[config.mk]
export PLATFORM = sky130hd
export DESIGN_NAME = set_store
export DESIGN_NICKNAME = d
export VERILOG_FILES = /design/src/cache_pkg.sv /design/src/set_store.sv
export SDC_FILE = /design/constraint.sdc
export NUM_CORES = 2
export LEC_CHECK = 0
export BUFFER_PORTS_ARGS = -buffer_cell sky130_fd_sc_hd__buf_2
export CAP_MARGIN = 20
export CORE_ASPECT_RATIO = 1.2
export CORE_UTILIZATION = 60
export CTS_CLUSTER_DIAMETER = 150
export DETAILED_ROUTE_END_ITERATION = 8
export PLACE_DENSITY_LB_ADDON = 0.05
export SLEW_MARGIN = 5
export SYNTH_ARGS = -nofsm -noshare
export SYNTH_HDL_FRONTEND = slang
export SYNTH_SLANG_ARGS = --single-unit
export TNS_END_PERCENT = 10
[constraint.sdc]
create_clock -name clk_i -period 28.3 [get_ports clk_i]
set_input_delay 7.075 -clock clk_i [delete_from_list [all_inputs] [get_ports clk_i]]
set_output_delay 7.075 -clock clk_i [all_outputs]
set_load 0.1 [all_outputs]
[src/cache_pkg.sv]
// Split cache shared definitions
package cache_pkg;

    // Address geometry
    localparam int ADDR_W   = 32;
    localparam int OFFSET_W = 6;
    localparam int INDEX_W  = 4;
    localparam int NUM_SETS = 16;
    localparam int TAG_W    = ADDR_W - INDEX_W - OFFSET_W;

    // Associativity per side
    localparam int D_WAYS = 8;
    localparam int I_WAYS = 4;

    // Way number and age width, sized for the wider data side
    localparam int WAY_W = 3;
    localparam int AGE_W = 3;

    // Statistics counter width
    localparam int CNT_W = 16;

    // Line coherence state
    typedef enum logic [1:0] {I, S, E, M} mesi_e;

    // Command operation codes
    typedef enum logic [2:0] {
        OP_READ      = 3'd0,
        OP_WRITE     = 3'd1,
        OP_FETCH     = 3'd2,
        OP_SNOOP_INV = 3'd3,
        OP_SNOOP_RD  = 3'd4
    } op_e;

    typedef struct packed {
        logic [TAG_W-1:0]    tag;
        logic [INDEX_W-1:0]  index;
        logic [OFFSET_W-1:0] offset;
    } address_t;

    // One way of a set, 27 bits
    typedef struct packed {
        logic [TAG_W-1:0] tag;
        mesi_e            mesi;
        logic [AGE_W-1:0] age;
    } cache_line_t;

    typedef cache_line_t [D_WAYS-1:0] d_set_t;
    typedef cache_line_t [I_WAYS-1:0] i_set_t;

    typedef struct packed {
        op_e      op;
        address_t address;
    } command_t;

    typedef struct packed {
        logic             hit;
        logic [WAY_W-1:0] way;
        mesi_e            mesi;
        logic             victim_dirty;
        logic             is_instr;
    } rsp_t;

    typedef struct packed {
        logic [CNT_W-1:0] hit_count;
        logic [CNT_W-1:0] miss_count;
    } stats_t;

    // Cold set: all lines invalid, ages follow way numbers
    function automatic d_set_t cold_set();
        d_set_t lines;
        for (int w = 0; w < D_WAYS; w++) begin
            lines[w].tag  = '0;
            lines[w].mesi = I;
            lines[w].age  = AGE_W'(w);
        end
        return lines;
    endfunction

    localparam d_set_t D_RESET_SET = cold_set();
    // Instruction side keeps the low four ways, ages 0 to 3
    localparam i_set_t I_RESET_SET = D_RESET_SET[I_WAYS-1:0];

endpackage

[src/set_store.sv]
// Cache set array
`timescale 1ns/100ps

module set_store #(
    parameter type  set_t     = cache_pkg::d_set_t,
    parameter set_t RESET_SET = '0
) (
    input  logic                           clk_i,
    input  logic                           rst_n_i,
    input  logic                           rd_en_i,
    input  logic [cache_pkg::INDEX_W-1:0]  rd_index_i,
    output set_t                           rd_set_o,
    input  logic                           wr_en_i,
    input  logic [cache_pkg::INDEX_W-1:0]  wr_index_i,
    input  set_t                           wr_set_i
);

    import cache_pkg::*;

    // One entry per set index
    set_t sets_q [NUM_SETS];

    // Write port, reset loads the cold contents into every set
    always_ff @(posedge clk_i) begin
        if (!rst_n_i) begin
            for (int s = 0; s < NUM_SETS; s++) begin
                sets_q[s] <= RESET_SET;
            end
        end else if (wr_en_i) begin
            sets_q[wr_index_i] <= wr_set_i;
        end
    end

    // Registered read port
    always_ff @(posedge clk_i) begin
        if (rd_en_i) begin
            // Same set written this cycle, take the new contents
            if (wr_en_i && (wr_index_i == rd_index_i)) begin
                rd_set_o <= wr_set_i;
            end else begin
                rd_set_o <= sets_q[rd_index_i];
            end
        end
    end

    // Write index comes from the way updater and must be resolved
    a_wr_index_known: assert property (
        @(posedge clk_i) disable iff (!rst_n_i)
        wr_en_i |-> !$isunknown(wr_index_i)
    ) else $error("set_store: write with unknown index");

endmodule

==> metrics.md <==
| Metric | Value |
|---|---|
| Status | `finished, violations left` |
| Failing checks | `slew limit` |
| RSZ-0062 raised after global routing | `false` |
| Initial antenna violation count | `106` |
| Drt pass-1 iters | `8` |
| Ratio of cells with drive above 1 in the final layout | `21.8%` |
| CP max FO | `77` |
| Later-pin clock latency in the skew report | `0.91 ns` |
| Total gr overflow | `0` |
| Netlist cell types | `30` |
| Htree depth | `5` |
| P_int | `9380 uW` |
| Synth Instances | `10033` |
| Most common cell after layout, fill and taps aside | `edfxtp_1` |
| Setup Total Neg Slack | `0 ns` |
| CTS resizes | `0` |
| Drt initial violations | `13303` |
| P_sw | `3010 uW` |
| Worst hold slack | `0.864 ns` |
| Largest net degree at the start of global routing | `192` |
| Worst Reg-to-Reg Cells | `4` |
| FF+latch count, synth | `3672` |
| Finished Cell Area | `0.179 mm2` |
| Synth Cell Area | `0.163 mm2` |
| Worst Slack Setup Final | `16.47 ns` |
| Die area | `0.273 mm2` |
| Mean post-synth cell area | `16.2 um2` |
| Top Metal Used | `met5` |
| Die Ht | `573 um` |
| Worst vdd ir | `0.0585 mV` |
| Crit path DAT | `12.58 ns` |
| FP Rows | `209` |
| Setup-failing EPs final | `0` |
| FF-to-FF End | `rd_set_o[103]$_DFFE_PP_` |
| Maxcap violations | `0` |
| WP data required | `29.05 ns` |
| Synth-to-Final Area Change | `9.82%` |
| Synthesized Nets | `10261` |
| Syn. warnings | `0` |
| Root buffer cell | `clkbuf_16` |
| Dpl hpwl | `224 mm` |
| Reg2Reg Launch Point | `sets_q[12][103]$_SDFFCE_PN0P_` |
| WL met1 | `183 mm` |
| Relative slew slack | `-6.10%` |
| # clock sinks | `3672` |
| DR WL/cell | `34.6 um` |
| Io pins | `444` |
| Core area | `0.270 mm2` |
| Vias per inst | `6.92` |
| Crit path kind | `in -> reg` |
| Combinational power share | `9.7%` |
| CTS tree | `built` |
| CP endpoint | `sets_q[4][139]$_SDFFCE_PN0P_` |
| Hold WC Path Type | `reg -> reg` |
| # Post-CTS Setup Buffers | `0` |
| Reg2reg setup slack | `26.36 ns` |
| Residual DRC | `0` |
| PwrDens | `69.3 mW/mm2` |
| CP startpoint | `rst_n_i` |
| Pre-CTS setup slack | `15.71 ns` |
| # hold bufs at CTS | `0` |
| Clock transition at the registers of the reported paths | `0.06 ns` |
| All-Layer GR Usage | `34.7%` |
| Slew Viols, Final | `47` |
| Register area share after synthesis | `67.7%` |
| Routed met2 length | `232 mm` |
| Final min period | `11.83 ns` |
| Post-Route WL | `478 mm` |
| DRT antenna net count | `0` |
| CP Capture Type | `flip-flop` |
| Clk network pwr share | `38.5%` |
| Number of CTS-inserted buffers | `365` |
| Pleak | `0.0682 uW` |
| Net Sw Frac | `24.3%` |
| Startpoint types | `input port` |
| Starting Density | `60.3%` |
| Nets@finish | `10142` |
| Buffers on Ports | `443` |
| Final Hold Fails | `0` |
| Worst-margin pin slew | `1.59 ns` |
| Met3 wire length | `47.7 mm` |
| Vias in the first global route | `97499` |
| Die X | `478 um` |
| Achievable frequency | `84.6 MHz` |
| Post-Place Cell Area | `0.167 mm2` |
| Clk_skew | `0.0272 ns` |
| First-pass GRT wire length | `683 mm` |
| Flop pwr share | `51.9%` |
| Fin crit share | `41.8%` |
| Vias | `95615` |
| Clk buf depth | `4` |
| Global placer's final weighted congestion | `0.769` |
| Leading cell types in the layout, fill and taps excluded | `3672 x edfxtp_1, 1944 x and3_1, 1512 x and2_1` |
## routing by layer
layer,vias to the layer above,GRT usage [%]
li1,38605,-
met1,50606,48.2
met2,5493,56.5
met3,841,6.23
met4,70,11.0
met5,-,0
## registers in the layout, indices dropped and copies added, names as in the netlist
register	flops
rd_set_o	216
sets_q	3456
## critical path, cell delays in order
cell,delay (ns)
buf_2,0.64
nand3_1,0.37
nor2_4,0.17
buf_4,0.72
buf_4,0.72
buf_4,0.85
buf_4,0.79
buf_4,0.76
and3_1,0.27
## worst min path at each step
stage,startpoint,to,slack (ns),cells after the start
final,sets_q[3][123]$_SDFFCE_PN0P_,rd_set_o[123]$_DFFE_PP_,0.86,4
after global routing,sets_q[6][189]$_SDFFCE_PN0P_,rd_set_o[189]$_DFFE_PP_,0.91,4
after CTS,sets_q[5][145]$_SDFFCE_PN0P_,rd_set_o[145]$_DFFE_PP_,0.86,4
after detailed placement,sets_q[5][163]$_SDFFCE_PN0P_,rd_set_o[163]$_DFFE_PP_,0.85,4
after global placement,sets_q[4][143]$_SDFFCE_PN0P_,rd_set_o[143]$_DFFE_PP_,0.83,4
after floorplan,sets_q[6][104]$_SDFFCE_PN0P_,rd_set_o[104]$_DFFE_PP_,0.81,4
## synth_stat cells
| library cell | count | share of area, % |
|---|---|---|
| and3_1 | 1944 | 7.5 |
| mux2_1 | 25 | 0.17 |
| edfxtp_1 | 3672 | 68 |
| nor2_2 | 1 | 0.0038 |
| nor2b_1 | 4 | 0.015 |
| buf_2 | 119 | 0.37 |
| or3_1 | 2 | 0.0077 |
| nor3_4 | 1 | 0.010 |
| mux2i_1 | 42 | 0.26 |
| buf_6 | 2 | 0.014 |
| a22oi_1 | 404 | 1.9 |
| nor3_2 | 1 | 0.0061 |
| nand4_1 | 1 | 0.0038 |
| nor2_4 | 3 | 0.021 |
| clkbuf_1 | 920 | 2.1 |
| nor2_1 | 6 | 0.014 |
| mux2_2 | 191 | 1.3 |
| o21ai_0 | 12 | 0.037 |
| buf_4 | 19 | 0.088 |
| and2_1 | 1513 | 5.8 |
| mux4_2 | 864 | 12 |
| xor2_1 | 3 | 0.016 |
| inv_2 | 1 | 0.0023 |
| buf_1 | 46 | 0.11 |
| clkbuf_2 | 19 | 0.058 |
| xnor2_1 | 1 | 0.0054 |
| nand3_1 | 1 | 0.0031 |
| nor4_4 | 1 | 0.013 |
| nand2b_1 | 4 | 0.015 |
| nand2_1 | 211 | 0.49 |
## cell type report
cell class	count	area (um2)
Inverter	1	3.75
Multi-Input combinational cell	5235	48300
Tap cell	3587	4490
Clock buffer	442	9700
Sequential cell	3672	110000
Clock inverter	204	1760
Antenna cell	47	118
Fill cell	18518	91100
Timing Repair Buffer	639	4150
## power by group through the flow
stage / clock network (uW) / logic (uW) / registers (uW)
5_1_grt: 4990 / 1240 / 6450
4_1_cts: 4800 / 1190 / 6420
3_3_place_gp: 0 / 1180 / 6520
6_report: 4760 / 1200 / 6420
3_5_place_dp: 0 / 1190 / 6540
2_1_floorplan: 0 / 564 / 6850
## logic make-up (layout without fill, tap and decap cells)
kind of cell | after synthesis | after routing | synth area share (%)
flip-flops | 3672 | 3672 | 67.7
buffers and inverters | 1126 | 1286 | 2.76
multiplexers | 1122 | 1122 | 13.7
AND/OR/NAND/NOR | 3693 | 3693 | 13.9
XOR/XNOR | 4 | 4 | 0.0215
other | 0 | 47 | 0
AO/OA/AOI/OAI | 416 | 416 | 1.90
## per-stage QoR
stage          utilization, %  cells  power [uW]
2_1_floorplan               -  10033        7420
3_3_place_gp             61.9  13130        7700
3_5_place_dp             61.9  13131        7720
4_1_cts                  66.2  13777       12400
5_1_grt                  66.2  13797       12700
6_report                 66.2  13827       12400
Note: power is estimated with default switching activity, not from simulation.
