File: config.mk
export PLATFORM = sky130hd
export DESIGN_NAME = command_router
export DESIGN_NICKNAME = d
export VERILOG_FILES = /design/src/cache_pkg.sv /design/src/command_router.sv
export SDC_FILE = /design/constraint.sdc
export NUM_CORES = 1
export LEC_CHECK = 0
export BUFFER_PORTS_ARGS = -buffer_cell sky130_fd_sc_hd__buf_2
export CORE_ASPECT_RATIO = 1.25
export CORE_MARGIN = 2
export CORE_UTILIZATION = 42
export DETAILED_ROUTE_END_ITERATION = 8
export GPL_TIMING_DRIVEN = 0
export PLACE_DENSITY = 0.75
export SLEW_MARGIN = 20
export SYNTH_ARGS = -nofsm -noshare
export SYNTH_HDL_FRONTEND = slang
export SYNTH_SLANG_ARGS = --single-unit
File: constraint.sdc
create_clock -name clk_i -period 1.94 [get_ports clk_i]
set_input_delay 0.291 -clock clk_i [delete_from_list [all_inputs] [get_ports clk_i]]
set_output_delay 0.291 -clock clk_i [all_outputs]
set_load 0.03 [all_outputs]
File: src/cache_pkg.sv
// Split cache shared definitions
package cache_pkg;

    // Address geometry
    localparam int ADDR_W   = 32;
    localparam int OFFSET_W = 6;
    localparam int INDEX_W  = 4;
    localparam int NUM_SETS = 16;
    localparam int TAG_W    = ADDR_W - INDEX_W - OFFSET_W;

    // Associativity per side
    localparam int D_WAYS = 8;
    localparam int I_WAYS = 4;

    // Way number and age width, sized for the wider data side
    localparam int WAY_W = 3;
    localparam int AGE_W = 3;

    // Statistics counter width
    localparam int CNT_W = 16;

    // Line coherence state
    typedef enum logic [1:0] {I, S, E, M} mesi_e;

    // Command operation codes
    typedef enum logic [2:0] {
        OP_READ      = 3'd0,
        OP_WRITE     = 3'd1,
        OP_FETCH     = 3'd2,
        OP_SNOOP_INV = 3'd3,
        OP_SNOOP_RD  = 3'd4
    } op_e;

    typedef struct packed {
        logic [TAG_W-1:0]    tag;
        logic [INDEX_W-1:0]  index;
        logic [OFFSET_W-1:0] offset;
    } address_t;

    // One way of a set, 27 bits
    typedef struct packed {
        logic [TAG_W-1:0] tag;
        mesi_e            mesi;
        logic [AGE_W-1:0] age;
    } cache_line_t;

    typedef cache_line_t [D_WAYS-1:0] d_set_t;
    typedef cache_line_t [I_WAYS-1:0] i_set_t;

    typedef struct packed {
        op_e      op;
        address_t address;
    } command_t;

    typedef struct packed {
        logic             hit;
        logic [WAY_W-1:0] way;
        mesi_e            mesi;
        logic             victim_dirty;
        logic             is_instr;
    } rsp_t;

    typedef struct packed {
        logic [CNT_W-1:0] hit_count;
        logic [CNT_W-1:0] miss_count;
    } stats_t;

    // Cold set: all lines invalid, ages follow way numbers
    function automatic d_set_t cold_set();
        d_set_t lines;
        for (int w = 0; w < D_WAYS; w++) begin
            lines[w].tag  = '0;
            lines[w].mesi = I;
            lines[w].age  = AGE_W'(w);
        end
        return lines;
    endfunction

    localparam d_set_t D_RESET_SET = cold_set();
    // Instruction side keeps the low four ways, ages 0 to 3
    localparam i_set_t I_RESET_SET = D_RESET_SET[I_WAYS-1:0];

endpackage

File: src/command_router.sv
// Command decode and response merge
`timescale 1ns/100ps

module command_router (
    input  logic                           clk_i,
    input  logic                           rst_n_i,
    input  logic                           cmd_valid_i,
    input  cache_pkg::command_t            cmd_i,
    output logic                           d_rd_en_o,
    output logic                           i_rd_en_o,
    output logic [cache_pkg::INDEX_W-1:0]  rd_index_o,
    output logic                           d_lookup_en_o,
    output logic                           i_lookup_en_o,
    output cache_pkg::command_t            stage_cmd_o,
    input  cache_pkg::rsp_t                d_rsp_i,
    input  cache_pkg::rsp_t                i_rsp_i,
    output logic                           rsp_valid_o,
    output cache_pkg::rsp_t                rsp_o,
    output cache_pkg::stats_t              stats_o
);

    import cache_pkg::*;

    logic     to_data;
    logic     to_instr;
    logic     s1_valid_q;
    logic     s1_d_en_q;
    logic     s1_i_en_q;
    command_t s1_cmd_q;
    logic     s1_snoop;
    logic     s1_counted;
    rsp_t     merged;

    // Stage 0 decode
    always_comb begin
        to_data  = 1'b0;
        to_instr = 1'b0;
        case (cmd_i.op)
            OP_READ, OP_WRITE: to_data = 1'b1;
            OP_FETCH: to_instr = 1'b1;
            // Snoops probe both sides
            OP_SNOOP_INV, OP_SNOOP_RD: begin
                to_data  = 1'b1;
                to_instr = 1'b1;
            end
            default: begin
                to_data  = 1'b0;
                to_instr = 1'b0;
            end
        endcase
    end

    assign d_rd_en_o  = cmd_valid_i && to_data;
    assign i_rd_en_o  = cmd_valid_i && to_instr;
    // Both stores share one index bus
    assign rd_index_o = cmd_i.address.index;

    // Stage 1 control
    always_ff @(posedge clk_i) begin
        if (!rst_n_i) begin
            s1_valid_q <= 1'b0;
            s1_d_en_q  <= 1'b0;
            s1_i_en_q  <= 1'b0;
        end else begin
            s1_valid_q <= cmd_valid_i;
            s1_d_en_q  <= d_rd_en_o;
            s1_i_en_q  <= i_rd_en_o;
        end
    end

    // Stage 1 command, lines up with the registered set
    always_ff @(posedge clk_i) begin
        if (cmd_valid_i) begin
            s1_cmd_q <= cmd_i;
        end
    end

    assign d_lookup_en_o = s1_d_en_q;
    assign i_lookup_en_o = s1_i_en_q;
    assign stage_cmd_o   = s1_cmd_q;

    assign s1_snoop   = s1_cmd_q.op inside {OP_SNOOP_INV, OP_SNOOP_RD};
    assign s1_counted = s1_valid_q && !s1_snoop;

    // Merge side responses
    always_comb begin
        if (s1_snoop) begin
            // Data side reports its way when it holds the line
            merged              = d_rsp_i.hit ? d_rsp_i : i_rsp_i;
            merged.hit          = d_rsp_i.hit | i_rsp_i.hit;
            merged.victim_dirty = 1'b0;
        end else if (s1_i_en_q) begin
            merged = i_rsp_i;
        end else begin
            merged = d_rsp_i;
        end
    end

    // Stage 2 valid and statistics
    always_ff @(posedge clk_i) begin
        if (!rst_n_i) begin
            rsp_valid_o <= 1'b0;
            stats_o     <= '0;
        end else begin
            rsp_valid_o <= s1_valid_q;
            if (s1_counted) begin
                if (merged.hit) begin
                    stats_o.hit_count <= stats_o.hit_count + 1'b1;
                end else begin
                    stats_o.miss_count <= stats_o.miss_count + 1'b1;
                end
            end
        end
    end

    // Stage 2 response payload
    always_ff @(posedge clk_i) begin
        if (s1_valid_q) begin
            rsp_o <= merged;
        end
    end

    // Only the five defined ops may be strobed in
    a_legal_op: assert property (
        @(posedge clk_i) disable iff (!rst_n_i)
        cmd_valid_i |-> (cmd_i.op inside {OP_READ, OP_WRITE, OP_FETCH, OP_SNOOP_INV, OP_SNOOP_RD})
    ) else $error("command_router: undefined op strobed");

endmodule

==> results.toml <==
[die]
die_h_um = 101
floorplan.initialDensity = 0.432
die_x_um = 81.8
die_area_um2 = 8280
rows = 35
core_um2 = 7360
boundaryPins = 138

[power]
p_int_mw = 2.89
power_mw = 3.82
seqPwrFrac = 0.492
clockPowerShare = 0.382
p_leak_nw = 1.90
comb_power_share = 0.126
irDropWorstVdd_uv = 640
power.density_nw_per_um2 = 830
power.switching_uw = 929
power.share.switching = 0.243

[layout]
multi_input_area_um2 = 1240
syn_to_final_growth_pct = 44.9
drive_above_1_share = 0.511
final_util = 0.626
ff_latch_area_um2 = 2020
fillCellCount = 608
stdcell_area_um2 = 4600
insertedDiodeCount = 0
final_nets = 491
fin_cells = 532

[yosys]
synth_top_area_cell = "edfxtp_1"
ys_types = 38
synth_fp_nets = 318
ys_seq_area_frac = 0.634
synthesis.area_um2 = 3180
synth_top_area_share = 0.407
synthCells = 262
ys_ff_latch = 79
synthTopCellsByArea = "edfxtp_1, dfxtp_1, a21oi_1"
ys_warn_count = 0
avgSynthCellArea_um2 = 12.1

[placed_design]
routabilityCongestion = 0.734
dpl.hpwl_um = 5510
portBuffers = 137
place_inst = 491
dpl_cell_area_um2 = 4000

[cts]
clockBufferDepth = 2
h-tree-depth = 3
clk_latency_ns = 0.35
root_buffer = "clkbuf_8"
clock-sinks = 79
cts_inserted_buffers = 9
path_clk_slew_ns = 0.08
tritoncts = "yes"

[setup_path]
slowest_delay_ns = 0.54
path_max_fanout = 5
required_ns = 2.22
arrival_ns = 2.23
crit_chain = "mux2i_4 -> or4_4 -> buf_6 -> or4_1 -> a21oi_1"
crit_type = "reg2reg"
slowest_stage = "or4_4"
cp-start-kind = "register"
end_kind = "register"

[sta]
period_needed_ns = 1.96
rsz0062_at_grt = "true"
tightestPinTransition_ns = 0.789
post-route-period-util = 1.01
clock_skew_ns = 0.0101
final_max_slew_viol_count = 0
hold_viol_final = 0
setup_tns_ns = -0.0379
finalWorstSetupSlack_ns = -0.0162
clock.fmax_mhz = 511
slew-limit-headroom = 0.474
final-setup-viol-count = 3

[drt]
dr.pass1.iters = 4
detail_route.wl_per_cell_um = 14.7
drc_errors = 0
avgViaCountPerCell = 5.20
drt_iter0_drc = 124
wl_um = 7820
dr_total_vias = 2768
final_antenna_net_count = 0

[run]
drv_cap = 0

[grt]
grt.total_usage = 0.186
grt_max_degree = 40
grt_pass1_wl_um = 11700
antenna_found_initial = 0
overflow = 0
grt_pass1_vias = 2607

[outcome]
status = "finished with violations"
violations = "negative setup slack"

[min_path]
min_path_type = "in2reg"
## layer usage
metal,up-vias,part of all wire,track usage
li1,1357,-,-
met1,1287,0.37,0.207
met2,112,0.52,0.315
met3,12,0.087,0.0695
met4,0,0.017,0.0821
met5,-,0,0
## placed cells by master (no fill, tap or decap), drive strengths merged, types with 4 or more instances in the layout
master and n:
a21oi 25, and2 6, and3 5, and4 4, buf 170, clkbuf 12
dfxtp 36, edfxtp 43, inv 4, mux2 6, mux2i 6, nand2 17
nand3 9, nand4 9, nor2 6, o21ai 13, o31ai 12, or3 12
or4 13
## metrics by stage
stage	worst slack [ns]	hold WS, ns
after global routing	-0.0775	0.0850
after floorplan	-0.204	0.390
after detailed placement	-0.384	0.469
after global placement	-0.356	0.455
after CTS	-0.0724	0.0948
final	-0.0162	0.109
## area by class of cell
| class | instances | share of cell area |
|---|---|---|
| Buffer | 10 | 0.0147 |
| Clock buffer | 9 | 0.0269 |
| Clock inverter | 7 | 0.0261 |
| Inverter | 3 | 0.00245 |
| Multi-Input combinational cell | 169 | 0.269 |
| Sequential cell | 79 | 0.439 |
| Tap cell | 92 | 0.0250 |
| Timing Repair Buffer | 163 | 0.197 |
## critical path, delay by kind of cell (launching register included)
| kind | cells | cell delay, ns |
|---|---|---|
| AND/OR/NAND/NOR | 2 | 0.99 |
| flip-flops | 1 | 0.38 |
| multiplexers | 1 | 0.21 |
| AO/OA/AOI/OAI | 1 | 0.15 |
| buffers and inverters | 1 | 0.14 |
## state kept, by name, summed over array words and instances (netlist names)
name / flops
rsp_valid_o: 1
d_lookup_en_o: 1
stage_cmd_o: 35
stats_o: 32
s1_valid_q: 1
i_lookup_en_o: 1
rsp_o: 8
## synthesized netlist by cell type (all sizes together)
| master | number |
|---|---|
| edfxtp | 43 |
| dfxtp | 36 |
| a21oi | 25 |
| nand2 | 17 |
| o21ai | 13 |
| or4 | 13 |
| o31ai | 12 |
| or3 | 12 |
| nand3 | 9 |
| nand4 | 9 |
| and2 | 6 |
| buf | 6 |
| clkbuf | 6 |
| mux2 | 6 |
| nor2 | 6 |
| and3 | 5 |
| mux2i | 5 |
| and4 | 4 |
| inv | 3 |
| nor3 | 3 |
| xnor2 | 3 |
| ha | 2 |
| nand3b | 2 |
| nor2b | 2 |
| nor3b | 2 |
| nor4 | 2 |
| xor2 | 2 |
| a211o | 1 |
| and3b | 1 |
| and4bb | 1 |
| nand2b | 1 |
| nand4b | 1 |
| o21a | 1 |
| o22ai | 1 |
| or3b | 1 |
## cells by family (layout without fill, tap and decap cells)
family / Yosys count / count (layout) / share of synthesized area
xor gates and xnor gates: 5 / 5 / 0.0138
adders and majority gates: 2 / 2 / 0.00788
buffers and inverters: 15 / 192 / 0.0272
AOI/OAI and AO/OA: 53 / 53 / 0.0954
and+or+nand+nor: 97 / 97 / 0.185
muxes: 11 / 12 / 0.0370
DFF: 79 / 79 / 0.634
## repair_timing
action                                  CTS  global route
gates resized for setup                   5            41
pin swaps                                 6            22
endpoints found under the setup margin   19            26
cloned                                    0             1
hold buffers                              0             0
setup buffers                            12            15
## power groups by stage
stage / combinational (mW) / sequential, mW / clock [mW]
3_3_place_gp: 0.415 / 1.92 / 0
4_1_cts: 0.441 / 1.88 / 1.49
6_report: 0.482 / 1.88 / 1.46
3_5_place_dp: 0.421 / 1.92 / 0
2_1_floorplan: 0.0994 / 2.07 / 0
5_1_grt: 0.514 / 1.89 / 1.56
## worst paths after layout
| check | from | endpoint | slack (ns) | cells past startpoint |
|---|---|---|---|---|
| worst min-delay path | cmd_i[4] | stage_cmd_o[4] | 0.11 | 1 |
| worst max-delay path | i_lookup_en_o | stats_o[30] | -0.02 | 5 |
| worst max register to register | i_lookup_en_o | stats_o[30] | -0.02 | 5 |
| worst min register to register | stats_o[15] | stats_o[15] | 0.49 | 2 |
(Power assumes the default switching activity.)
