### config.mk
export PLATFORM = sky130hd
export DESIGN_NAME = way_update
export DESIGN_NICKNAME = d
export VERILOG_FILES = /design/src/cache_pkg.sv /design/src/way_update.sv
export SDC_FILE = /design/constraint.sdc
export NUM_CORES = 1
export LEC_CHECK = 0
export BUFFER_PORTS_ARGS = -buffer_cell sky130_fd_sc_hd__buf_2
export CAP_MARGIN = 10
export CORE_AREA = 2 2 189 191
export DETAILED_ROUTE_END_ITERATION = 10
export DIE_AREA = 0 0 191 193
export PLACE_DENSITY_LB_ADDON = 0.1
export SETUP_SLACK_MARGIN = 0.05
export SLEW_MARGIN = 10
export SYNTH_ARGS = -nofsm -noshare
export SYNTH_HDL_FRONTEND = slang
export SYNTH_SLANG_ARGS = --single-unit
### constraint.sdc
create_clock -name vclk -period 15.2
set_clock_uncertainty 0.15 [all_clocks]
set_input_delay 0 -clock vclk [all_inputs]
set_output_delay 0 -clock vclk [all_outputs]
set_load 0.01 [all_outputs]
### src/cache_pkg.sv
// Split cache shared definitions
package cache_pkg;

    // Address geometry
    localparam int ADDR_W   = 32;
    localparam int OFFSET_W = 6;
    localparam int INDEX_W  = 4;
    localparam int NUM_SETS = 16;
    localparam int TAG_W    = ADDR_W - INDEX_W - OFFSET_W;

    // Associativity per side
    localparam int D_WAYS = 8;
    localparam int I_WAYS = 4;

    // Way number and age width, sized for the wider data side
    localparam int WAY_W = 3;
    localparam int AGE_W = 3;

    // Statistics counter width
    localparam int CNT_W = 16;

    // Line coherence state
    typedef enum logic [1:0] {I, S, E, M} mesi_e;

    // Command operation codes
    typedef enum logic [2:0] {
        OP_READ      = 3'd0,
        OP_WRITE     = 3'd1,
        OP_FETCH     = 3'd2,
        OP_SNOOP_INV = 3'd3,
        OP_SNOOP_RD  = 3'd4
    } op_e;

    typedef struct packed {
        logic [TAG_W-1:0]    tag;
        logic [INDEX_W-1:0]  index;
        logic [OFFSET_W-1:0] offset;
    } address_t;

    // One way of a set, 27 bits
    typedef struct packed {
        logic [TAG_W-1:0] tag;
        mesi_e            mesi;
        logic [AGE_W-1:0] age;
    } cache_line_t;

    typedef cache_line_t [D_WAYS-1:0] d_set_t;
    typedef cache_line_t [I_WAYS-1:0] i_set_t;

    typedef struct packed {
        op_e      op;
        address_t address;
    } command_t;

    typedef struct packed {
        logic             hit;
        logic [WAY_W-1:0] way;
        mesi_e            mesi;
        logic             victim_dirty;
        logic             is_instr;
    } rsp_t;

    typedef struct packed {
        logic [CNT_W-1:0] hit_count;
        logic [CNT_W-1:0] miss_count;
    } stats_t;

    // Cold set: all lines invalid, ages follow way numbers
    function automatic d_set_t cold_set();
        d_set_t lines;
        for (int w = 0; w < D_WAYS; w++) begin
            lines[w].tag  = '0;
            lines[w].mesi = I;
            lines[w].age  = AGE_W'(w);
        end
        return lines;
    endfunction

    localparam d_set_t D_RESET_SET = cold_set();
    // Instruction side keeps the low four ways, ages 0 to 3
    localparam i_set_t I_RESET_SET = D_RESET_SET[I_WAYS-1:0];

endpackage

### src/way_update.sv
// Per-side way lookup and update
`timescale 1ns/100ps

module way_update #(
    parameter int  WAYS  = 8,
    parameter type set_t = cache_pkg::d_set_t
) (
    input  logic                           lookup_en_i,
    input  cache_pkg::command_t            cmd_i,
    input  set_t                           set_i,
    output set_t                           set_o,
    output logic                           wr_en_o,
    output logic [cache_pkg::INDEX_W-1:0]  wr_index_o,
    output cache_pkg::rsp_t                rsp_o
);

    import cache_pkg::*;

    localparam int IDX_W = $clog2(WAYS);

    logic [WAYS-1:0]  hit_vec;
    logic             hit;
    logic [IDX_W-1:0] hit_way;
    logic [IDX_W-1:0] inv_way;
    logic             found_inv;
    logic [IDX_W-1:0] oldest_way;
    logic [AGE_W-1:0] oldest_age;
    logic [IDX_W-1:0] victim_way;
    logic [IDX_W-1:0] sel_way;
    logic [AGE_W-1:0] touched_age;
    logic             is_snoop;
    mesi_e            new_mesi;
    logic             ages_unique;

    // Tag compare on valid lines only
    always_comb begin
        for (int w = 0; w < WAYS; w++) begin
            hit_vec[w] = (set_i[w].mesi != I) && (set_i[w].tag == cmd_i.address.tag);
        end
    end

    assign hit = |hit_vec;

    // Encode the hitting way
    always_comb begin
        hit_way = '0;
        for (int w = 0; w < WAYS; w++) begin
            if (hit_vec[w]) begin
                hit_way = IDX_W'(w);
            end
        end
    end

    // Victim search
    always_comb begin
        // Oldest line by age
        oldest_way = '0;
        oldest_age = set_i[0].age;
        for (int w = 1; w < WAYS; w++) begin
            if (set_i[w].age > oldest_age) begin
                oldest_age = set_i[w].age;
                oldest_way = IDX_W'(w);
            end
        end
        // Walk downward so the lowest invalid way wins
        inv_way   = '0;
        found_inv = 1'b0;
        for (int w = WAYS - 1; w >= 0; w--) begin
            if (set_i[w].mesi == I) begin
                inv_way   = IDX_W'(w);
                found_inv = 1'b1;
            end
        end
        victim_way = found_inv ? inv_way : oldest_way;
    end

    assign sel_way     = hit ? hit_way : victim_way;
    assign touched_age = set_i[sel_way].age;
    assign is_snoop    = cmd_i.op inside {OP_SNOOP_INV, OP_SNOOP_RD};
    assign wr_index_o  = cmd_i.address.index;

    // MESI next state of the selected way
    always_comb begin
        new_mesi = set_i[sel_way].mesi;
        case (cmd_i.op)
            OP_SNOOP_INV: if (hit) new_mesi = I;
            // Another reader appears, exclusive ownership is lost
            OP_SNOOP_RD: begin
                if (hit && (set_i[sel_way].mesi inside {M, E})) begin
                    new_mesi = S;
                end
            end
            OP_WRITE: new_mesi = M;
            // Read and fetch allocate clean, hits keep their state
            default: if (!hit) new_mesi = E;
        endcase
    end

    // Set update and response
    always_comb begin
        set_o   = set_i;
        wr_en_o = 1'b0;
        rsp_o   = '0;
        if (lookup_en_i) begin
            if (is_snoop) begin
                // Snoop changes state only, ages untouched
                if (hit) begin
                    set_o[sel_way].mesi = new_mesi;
                    wr_en_o             = 1'b1;
                end
            end else begin
                // Ages younger than the touched one step up by one
                for (int w = 0; w < WAYS; w++) begin
                    if (set_i[w].age < touched_age) begin
                        set_o[w].age = set_i[w].age + 1'b1;
                    end
                end
                set_o[sel_way].age  = '0;
                set_o[sel_way].tag  = cmd_i.address.tag;
                set_o[sel_way].mesi = new_mesi;
                wr_en_o             = 1'b1;
            end
            rsp_o.hit          = hit;
            rsp_o.way          = (is_snoop && !hit) ? '0 : WAY_W'(sel_way);
            rsp_o.mesi         = (is_snoop && !hit) ? I : new_mesi;
            // Evicting a modified line would need a write-back
            rsp_o.victim_dirty = !is_snoop && !hit && (set_i[sel_way].mesi == M);
            rsp_o.is_instr     = (WAYS == I_WAYS);
        end
    end

    // Age permutation check over the written set
    always_comb begin
        ages_unique = 1'b1;
        for (int a = 0; a < WAYS; a++) begin
            for (int b = a + 1; b < WAYS; b++) begin
                if (set_o[a].age == set_o[b].age) begin
                    ages_unique = 1'b0;
                end
            end
        end
    end

    always_comb begin
        if (lookup_en_i) begin
            a_single_hit: assert final ($onehot0(hit_vec))
                else $error("way_update: tag hit in more than one way");
            a_ages_distinct: assert final (!wr_en_o || ages_unique)
                else $error("way_update: duplicate ages in written set");
        end
    end

endmodule
==> metrics.txt, run 1 <==
status finished clean; final setup vio count 0; pwr/cell area 55.5 mW/mm^2; unrepaired setup endpoints after global routing false; CP Data Arrival Time around 12000 ps; mean post-synth cell area between 7 and 8 um^2; Final period util 81.8%; Detailed Place HPWL roughly 38 mm; number of global-route vias before repair 9590; Finished Core Util around 30%; min-delay src set_i[118]; Max Cap Viol 0; largest net degree at the start of global routing 27; die height a little under 200 um; gpl congestion ~0.88; Yosys cell types just under 70; worst slew pin tran just under 800 ps; nets 1701; Final Non-Filler Cells around 1900; Chip Width about 190 um; endpoint type of the worst setup path primary output; Worst Path Buf+Inv 5; seq_cells 0; Hold Path Cell Cnt 3; area delta synth->final 35.3%; Tot Pwr 579 uW; drt first pass iters 7; met3 Use GR approximately 3.3%; post-route antenna net violation count 0; Design Area, Final around 0.010 mm^2; Iter 0 DRT Violations ~440; CP dominant cell by count ha_1; worst ir drop on vdd 0.0252 mV; CP peak stage delay around 600 ps; setup TNS 0 ps; CP max FO 12; most frequent cells after synthesis mux2_2 (200), xnor2_1 (104), xor2_1 (74); antenna violations before repair 12; CP Class primary input to primary output; FP Rows roughly 70; Cells after Synth slightly below 1000; Routed WL roughly 46 mm; layout cell share with drive strength beyond 1 50.6%; Tmin final between 10000 and 15000 ps; cell area after placement ~0.010 mm^2; Initial Util between 20% and 30%; CP required roughly 15000 ps; CTS resizes 0; I/O Buffers between 400 and 500; Hold WC Path Type primary input to primary output; hold endpoint set_o[118]; synth warn 0; largest cells by area after synthesis mux2_2 (29%), xnor2_1 (12%), xor2_1 (8.4%), ha_1 (7.3%), nand4_1 (3.4%); first-pass GRT wire length 62.9 mm; grt met1 use between 20% and 30%; CP max-delay cell o21ai_0; FF+latch area 0 um^2; sequential share of the synthesized area 0%; synthesized area 0.00771 mm^2; M2 GR Usage a little over two fifths; grt total ovfl 0; P_leak 0.00463 uW; Yosys top cell area share ~30%; Top Ports around 480; FMAX 80.4 MHz; CP top delay family compound AO/OA/AOI/OAI gates; Core ar. between 0.03 and 0.04 mm^2; DRC violations left 0; gr busiest metal met2; clock buffers 0; DR vias/cell between 5 and 6; fill count around 4000; routed vias 9522; most common cell in the synthesized netlist mux2_2; routed wire length per instance between 20 and 25 um; Hold Vio Cnt, Final 0; max_slew headroom 47.8%; GRT Overall Usage 23.2%; die area about 0.037 mm^2; Post-Syn Nets approximately 1300; Startpoint Class primary input; placed insts about 1900; Slew Viols, Final 0; Yosys top cell by area mux2_2
## area by class of cell
class                           instances  area, um^2  area share [%]
Antenna cell                            6        15.0           0.144
Inverter                               28         105            1.01
Multi-Input combinational cell        887        7230            69.3
Tap cell                              461         577            5.53
Timing Repair Buffer                  487        2500            24.0
## placed cells by master, fill, tap and decap left out, types with 4 or more instances in the layout
cell type and count:
or4b_2 4, inv_1 28, or3_1 4, and2_1 6, a31oi_1 7, nand4b_1 11, nand3b_1 8, nand4_1 42
o21ai_0 18, diode_2 6, and3_1 6, xor2_1 74, mux2i_1 16, nor4_1 31, ha_1 45, nor2_1 62
nor4b_1 9, nand2b_1 5, o22ai_1 8, or4_1 6, nand2_1 58, nand3_1 30, buf_4 16, o21a_1 4
dlygate4sd3_1 4, a21o_1 8, a211oi_1 5, buf_2 466, o211ai_1 14, xnor2_1 104, or4b_1 5, mux2_2 200
nor3_1 11, a21oi_1 29, nor2_2 5
## logic make-up (layout without fill, tap and decap cells)
kind of cell	Yosys count	after routing	share of synthesized area, %
adders and majority gates	45	45	7.30
buffers and inverters	104	515	6.38
muxes	216	216	31.3
xor gates and xnor gates	178	178	20.2
AOI/OAI and AO/OA	130	130	12.1
other	1	7	0.0486
and+or+nand+nor	317	317	22.7
## through the flow
step	setup slack [ps]	hold slack (ps)
global route	1730	207
CTS	2720	194
detailed placement	2730	-150
global placement	2850	-150
floorplan	5030	-58.2
finish	2770	193
## tightest hold or removal path: cells and delay by family
| family | cells | cell delay, ps |
|---|---|---|
| buffers and inverters | 2 | 220 |
| multiplexers | 1 | 130 |
## worst max path at each step
stage,depth (start not counted),from,slack [ps],end
floorplan,43,set_i[1],5030,set_o[29]
global placement,48,set_i[1],2850,set_o[164]
detailed placement,48,set_i[1],2730,set_o[164]
CTS,48,set_i[1],2720,set_o[164]
global route,48,set_i[1],1730,set_o[164]
finish,48,set_i[1],2770,set_o[164]
## routing by layer
layer	vias up	share of wire, %
li1	4510	-
met1	4605	41
met2	337	52
met3	62	5.2
met4	8	2.4
met5	-	0.10
## power breakdown
group | internal (uW) | switching, uW | total, uW | leakage (uW)
Clock | 0.0000528 | 0 | 0.0000529 | 0.0000000380
Sequential | 0 | 0 | 0 | 0
Combinational | 240 | 340 | 579 | 0.00463
## repair_timing
item	4_1_cts	5_1_grt
hold buffers	4	0
buffers inserted	0	0
hold endpoints to repair	4	0
No activity file was read; power rests on OpenSTA's default activity.
==> inputs of run 2 (changes only) <==
clock period = 12.41 ns   (was 15.2 ns; I/O delays follow)
==> run 2 against run 1 <==
  * Utilization rose by 0.25 points
  * Global-route usage barely moved
  * Non-clock buffer count rose by 11
  * Setup slack got worse by 1800 ps
  * Wire length barely moved
==> metrics.txt, run 2 (synthesized netlist as in run 1, its figures left out) <==
placed insts 1870 (was 1858); Flop pwr share 0% (about the same); Final period util between 90% and 100%; routed vias 9592 (was 9522); FP Rows 69 (unchanged); CP max-delay cell or4_1 (was o21ai_0); commonest non-fill, non-tap cell in the layout buf_2 (unchanged); largest net degree at the start of global routing 27 (unchanged); Comb pwr share 100.0% (about the same); Internal 305 uW (was 240 uW); CP required 12260 ps (was 15050 ps); Clk pwr share 0% (about the same); Hold Vio Cnt, Final 0 (unchanged); number of global-route vias before repair 9567 (was 9590); CP Data Arrival Time 11290 ps (was 12280 ps); Detailed Place HPWL 38.0 mm (was 37.8 mm); unrepaired setup endpoints after global routing false (unchanged); Slew Viols, Final 0 (unchanged); setup TNS 0 ps (unchanged); routed wire length per instance 24.4 um (was 24.5 um); die height 193 um (unchanged); Post-CTS Setup Repair Bufs 0 (unchanged); final setup vio count 0 (unchanged); I/O Buffers 466 (unchanged); grt total ovfl 0 (unchanged); Hold Slack 193 ps (about the same); worst ir drop on vdd 0.0307 mV (was 0.0252 mV); Tmin final 11440 ps; Switching Fraction 58.0% (was 58.6%); commonest cells after routing, fill and taps aside buf_2 (466), mux2_2 (200), xnor2_1 (104) (unchanged); seq_cells 0 (unchanged); Hold WC Path Type primary input to primary output (unchanged); Routed WL 45.8 mm (about the same); area delta synth->final 36.4% (was 35.3%); Core ar. 0.0350 mm^2 (unchanged); CP Capture Point set_o[29] (was set_o[164]); die area 0.0369 mm^2 (unchanged); Final Non-Filler Cells 1880 (was 1869); CP peak stage delay 490 ps (was 600 ps); status finished clean (unchanged); first-pass GRT wire length 62.9 mm (unchanged); DRC violations left 0 (unchanged); Hold Path Cell Cnt 3 (unchanged); worst slew pin tran 752 ps (was 781 ps); DR vias/cell 5.10 (was 5.09); FF+latch area 0 um^2 (unchanged); P_leak 0.00468 uW (was 0.00463 uW); pwr/cell area 69.0 mW/mm^2 (was 55.5 mW/mm^2); Startpoint Class primary input (unchanged); Initial Util 22.1% (unchanged); FMAX ~87 MHz; clock buffers 0 (unchanged); CP dominant cell by count ha_1 (unchanged); GRT Overall Usage 23.3% (was 23.2%); drt first pass iters 5 (was 7); Max Cap Viol 0 (unchanged); Switch Pwr 421 uW (was 340 uW); endpoint type of the worst setup path primary output (unchanged); nets 1712 (was 1701); Tot Pwr 726 uW (was 579 uW); max_slew headroom 49.7% (was 47.8%); Top Ports 481 (unchanged); Worst Setup SP set_i[1] (unchanged); Chip Width 191 um (unchanged); fill count 3977 (was 4011); antenna violations before repair 10 (was 12); CP Class primary input to primary output (unchanged); Iter 0 DRT Violations 486 (was 443); layout cell share with drive strength beyond 1 51.0% (was 50.6%); CP max FO 8 (was 12); gpl congestion 0.893 (was 0.884); post-route antenna net violation count 0 (unchanged)
run 2: changes by cell type in the layout (fill, tap and decap cells not counted), sizes merged:
cell	change
buf	+11
run 2: critical path, delay by kind of cell:
family,cells,cell delay [ps]
AOI/OAI and AO/OA,20,4890
adders and majority gates,8,2340
and+or+nand+nor,8,1670
muxes,4,1520
buffers and inverters,5,830
run 2: worst min-delay path by stage:
stage / startpoint / end / slack (ps)
floorplan: cmd_i[6] / wr_index_o[0] / -60
global placement: cmd_i[8] / wr_index_o[2] / -150
detailed placement: cmd_i[8] / wr_index_o[2] / -150
CTS: set_i[9] / set_o[9] / 200
global route: set_i[9] / set_o[9] / 210
finish: set_i[9] / set_o[9] / 190
run 2: per-stage QoR:
stage	utilization, %	worst slack [ps]	area, um^2
after CTS	30.0	911	10500
after detailed placement	29.9	956	10500
after global routing	30.1	153	10500
after floorplan	-	2240	7710
final	30.1	974	10500
after global placement	29.9	1060	10500
run 2: metal layers:
| layer | vias to the layer above | track usage (%) | share of wire (%) |
|---|---|---|---|
| met1 | 4643 | 27.6 | 40 |
| met5 | - | 0 | 0.16 |
| met4 | 12 | 5.93 | 2.6 |
| met2 | 342 | 43.7 | 52 |
| met3 | 64 | 3.24 | 5.3 |
| li1 | 4531 | - | - |
run 2: final cells by class:
| class | instances | area, um^2 | area share, % |
|---|---|---|---|
| well taps | 461 | 577 | 5.48 |
| repair buffers | 498 | 2580 | 24.5 |
| inverters | 28 | 105 | 0.999 |
| diodes | 6 | 15.0 | 0.143 |
| multi-input cells | 887 | 7240 | 68.8 |
run 2: repair_timing:
action,in CTS,in global routing
endpoints found under the setup margin,0,3
hold buffers,4,0
hold endpoints to repair,4,0
resized for setup,0,1
run 2: power groups by stage:
stage,sequential [uW],combinational (uW),clock [uW]
3_3_place_gp,0,718,0
5_1_grt,0,795,0.0000217
3_5_place_dp,0,719,0
4_1_cts,0,724,0
2_1_floorplan,0,451,0
6_report,0,726,0.0000287
==> inputs of run 3 (changes only) <==
REMOVE_ABC_BUFFERS = 1   (was default)
==> run 3 against run 2 <==
  * Count of clock-buffer cells in the layout unchanged
  * Cell count down 0.27%
  * Hold slack worse by 1.2 ps
  * Non-clock buffer count down 3
  * Critical path depth unchanged
  * Maximum frequency down 0.63%
==> metrics.txt, run 3 (synthesized netlist as in run 1, its figures left out) <==
FP Rows 69 (unchanged); Slew Viols, Final 0 (unchanged); drt first pass iters 5 (unchanged); setup TNS 0 ps (unchanged); FF+latch area 0 um^2 (unchanged); first-pass GRT wire length 64.5 mm (was 62.9 mm); Tot Pwr 728 uW (was 726 uW); Tmin final 11510 ps (was 11440 ps); unrepaired setup endpoints after global routing false (unchanged); status finished clean (unchanged); CP peak stage delay 570 ps (was 490 ps); Hold Vio Cnt, Final 0 (unchanged); Routed WL 46.2 mm (was 45.8 mm); routed wire length per instance 24.6 um (was 24.4 um); antenna violations before repair 12 (was 10); FMAX 86.9 MHz (was 87.4 MHz); max_slew headroom 44.1% (was 49.7%); Chip Width 191 um (unchanged); CP Data Arrival Time 11360 ps (was 11290 ps); CP required 12260 ps (about the same); largest net degree at the start of global routing 27 (unchanged); CP dominant cell by count ha_1 (unchanged); commonest cells after routing, fill and taps aside buf_2 (466), mux2_2 (200), xnor2_1 (104) (unchanged); Max Cap Viol 0 (unchanged); pre-CTS setup slack 506 ps (was 956 ps); die height 193 um (unchanged); CP top delay family compound AO/OA/AOI/OAI gates (unchanged); Finished Core Util 30.0% (was 30.1%); grt total ovfl 0 (unchanged); CP max-delay cell o21ai_0 (was or4_1); cell area after placement 0.0104 mm^2 (was 0.0105 mm^2); area delta synth->final 36.1% (was 36.4%); commonest non-fill, non-tap cell in the layout buf_2 (unchanged); Startpoint Class primary input (unchanged); nets 1709 (was 1712); P_leak 0.00467 uW (was 0.00468 uW); I/O Buffers 466 (unchanged); seq_cells 0 (unchanged); Design Area, Final 0.0105 mm^2 (about the same); number of global-route vias before repair 9793 (was 9567); Worst Path Buf+Inv 4 (was 5); Initial Util 22.1% (unchanged); CP Class primary input to primary output (unchanged); gpl congestion 0.862 (was 0.893); DRC violations left 0 (unchanged); Core ar. 0.0350 mm^2 (unchanged); Final period util 92.7% (was 92.1%); worst slew pin tran 839 ps (was 752 ps); DR vias/cell 5.10 (about the same); Hold WC Path Type primary input to primary output (unchanged); final setup margin 902 ps (was 974 ps); layout cell share with drive strength beyond 1 51.1% (was 51.0%); Top Ports 481 (unchanged); pwr/cell area 69.4 mW/mm^2 (was 69.0 mW/mm^2); final setup vio count 0 (unchanged); GRT Overall Usage 23.7% (was 23.3%); Iter 0 DRT Violations 433 (was 486); worst ir drop on vdd 0.0372 mV (was 0.0307 mV); Detailed Place HPWL 38.4 mm (was 38.0 mm); routed vias 9570 (was 9592); CP max FO 9 (was 8); clock buffers 0 (unchanged); post-route antenna net violation count 0 (unchanged); die area 0.0369 mm^2 (unchanged); endpoint type of the worst setup path primary output (unchanged)
-- run 3: changes by cell type in the layout (fill, tap and decap cells not counted), sizes merged --
cell / previous run / this run
buf: 494 / 491
diode: 6 / 4
-- run 3: layer usage --
layer	part of all wire, %	global-route usage, %	vias to the layer above
li1	-	-	4529
met1	39	27.6	4586
met2	52	45.4	356
met3	5.8	3.67	81
met4	2.9	5.37	18
met5	0.24	0	-
-- run 3: area by class of cell --
type	instances	area (um^2)
repair buffers	495	2560
multi-input cells	887	7250
well taps	461	577
diodes	4	10.0
inverters	28	105
fillers	3951	24500
-- run 3: final timing paths --
check / start / end / slack (ps) / cells after the start
setup / recovery: set_i[1] / set_o[29] / 900 / 45
hold / removal: set_i[118] / set_o[118] / 190 / 3
-- run 3: timing repair --
action                                  4_1_cts  5_1_grt
hold endpoints to repair                      4        0
resized for setup                             0        4
endpoints found under the setup margin        0       24
setup buffers                                 0        0
hold buffers                                  4        0
-- run 3: stage by stage --
stage / std cells / hold WS, ps
3_5_place_dp: 1867 / -150
4_1_cts: 1871 / 193
6_report: 1875 / 192
2_1_floorplan: 915 / -150
5_1_grt: 1872 / 207
3_3_place_gp: 1867 / -150
-- run 3: where the power goes --
group          total (uW)  switching, uW  internal (uW)
sequential              0              0              0
combinational         728            424            304
clock           0.0000431              0      0.0000431
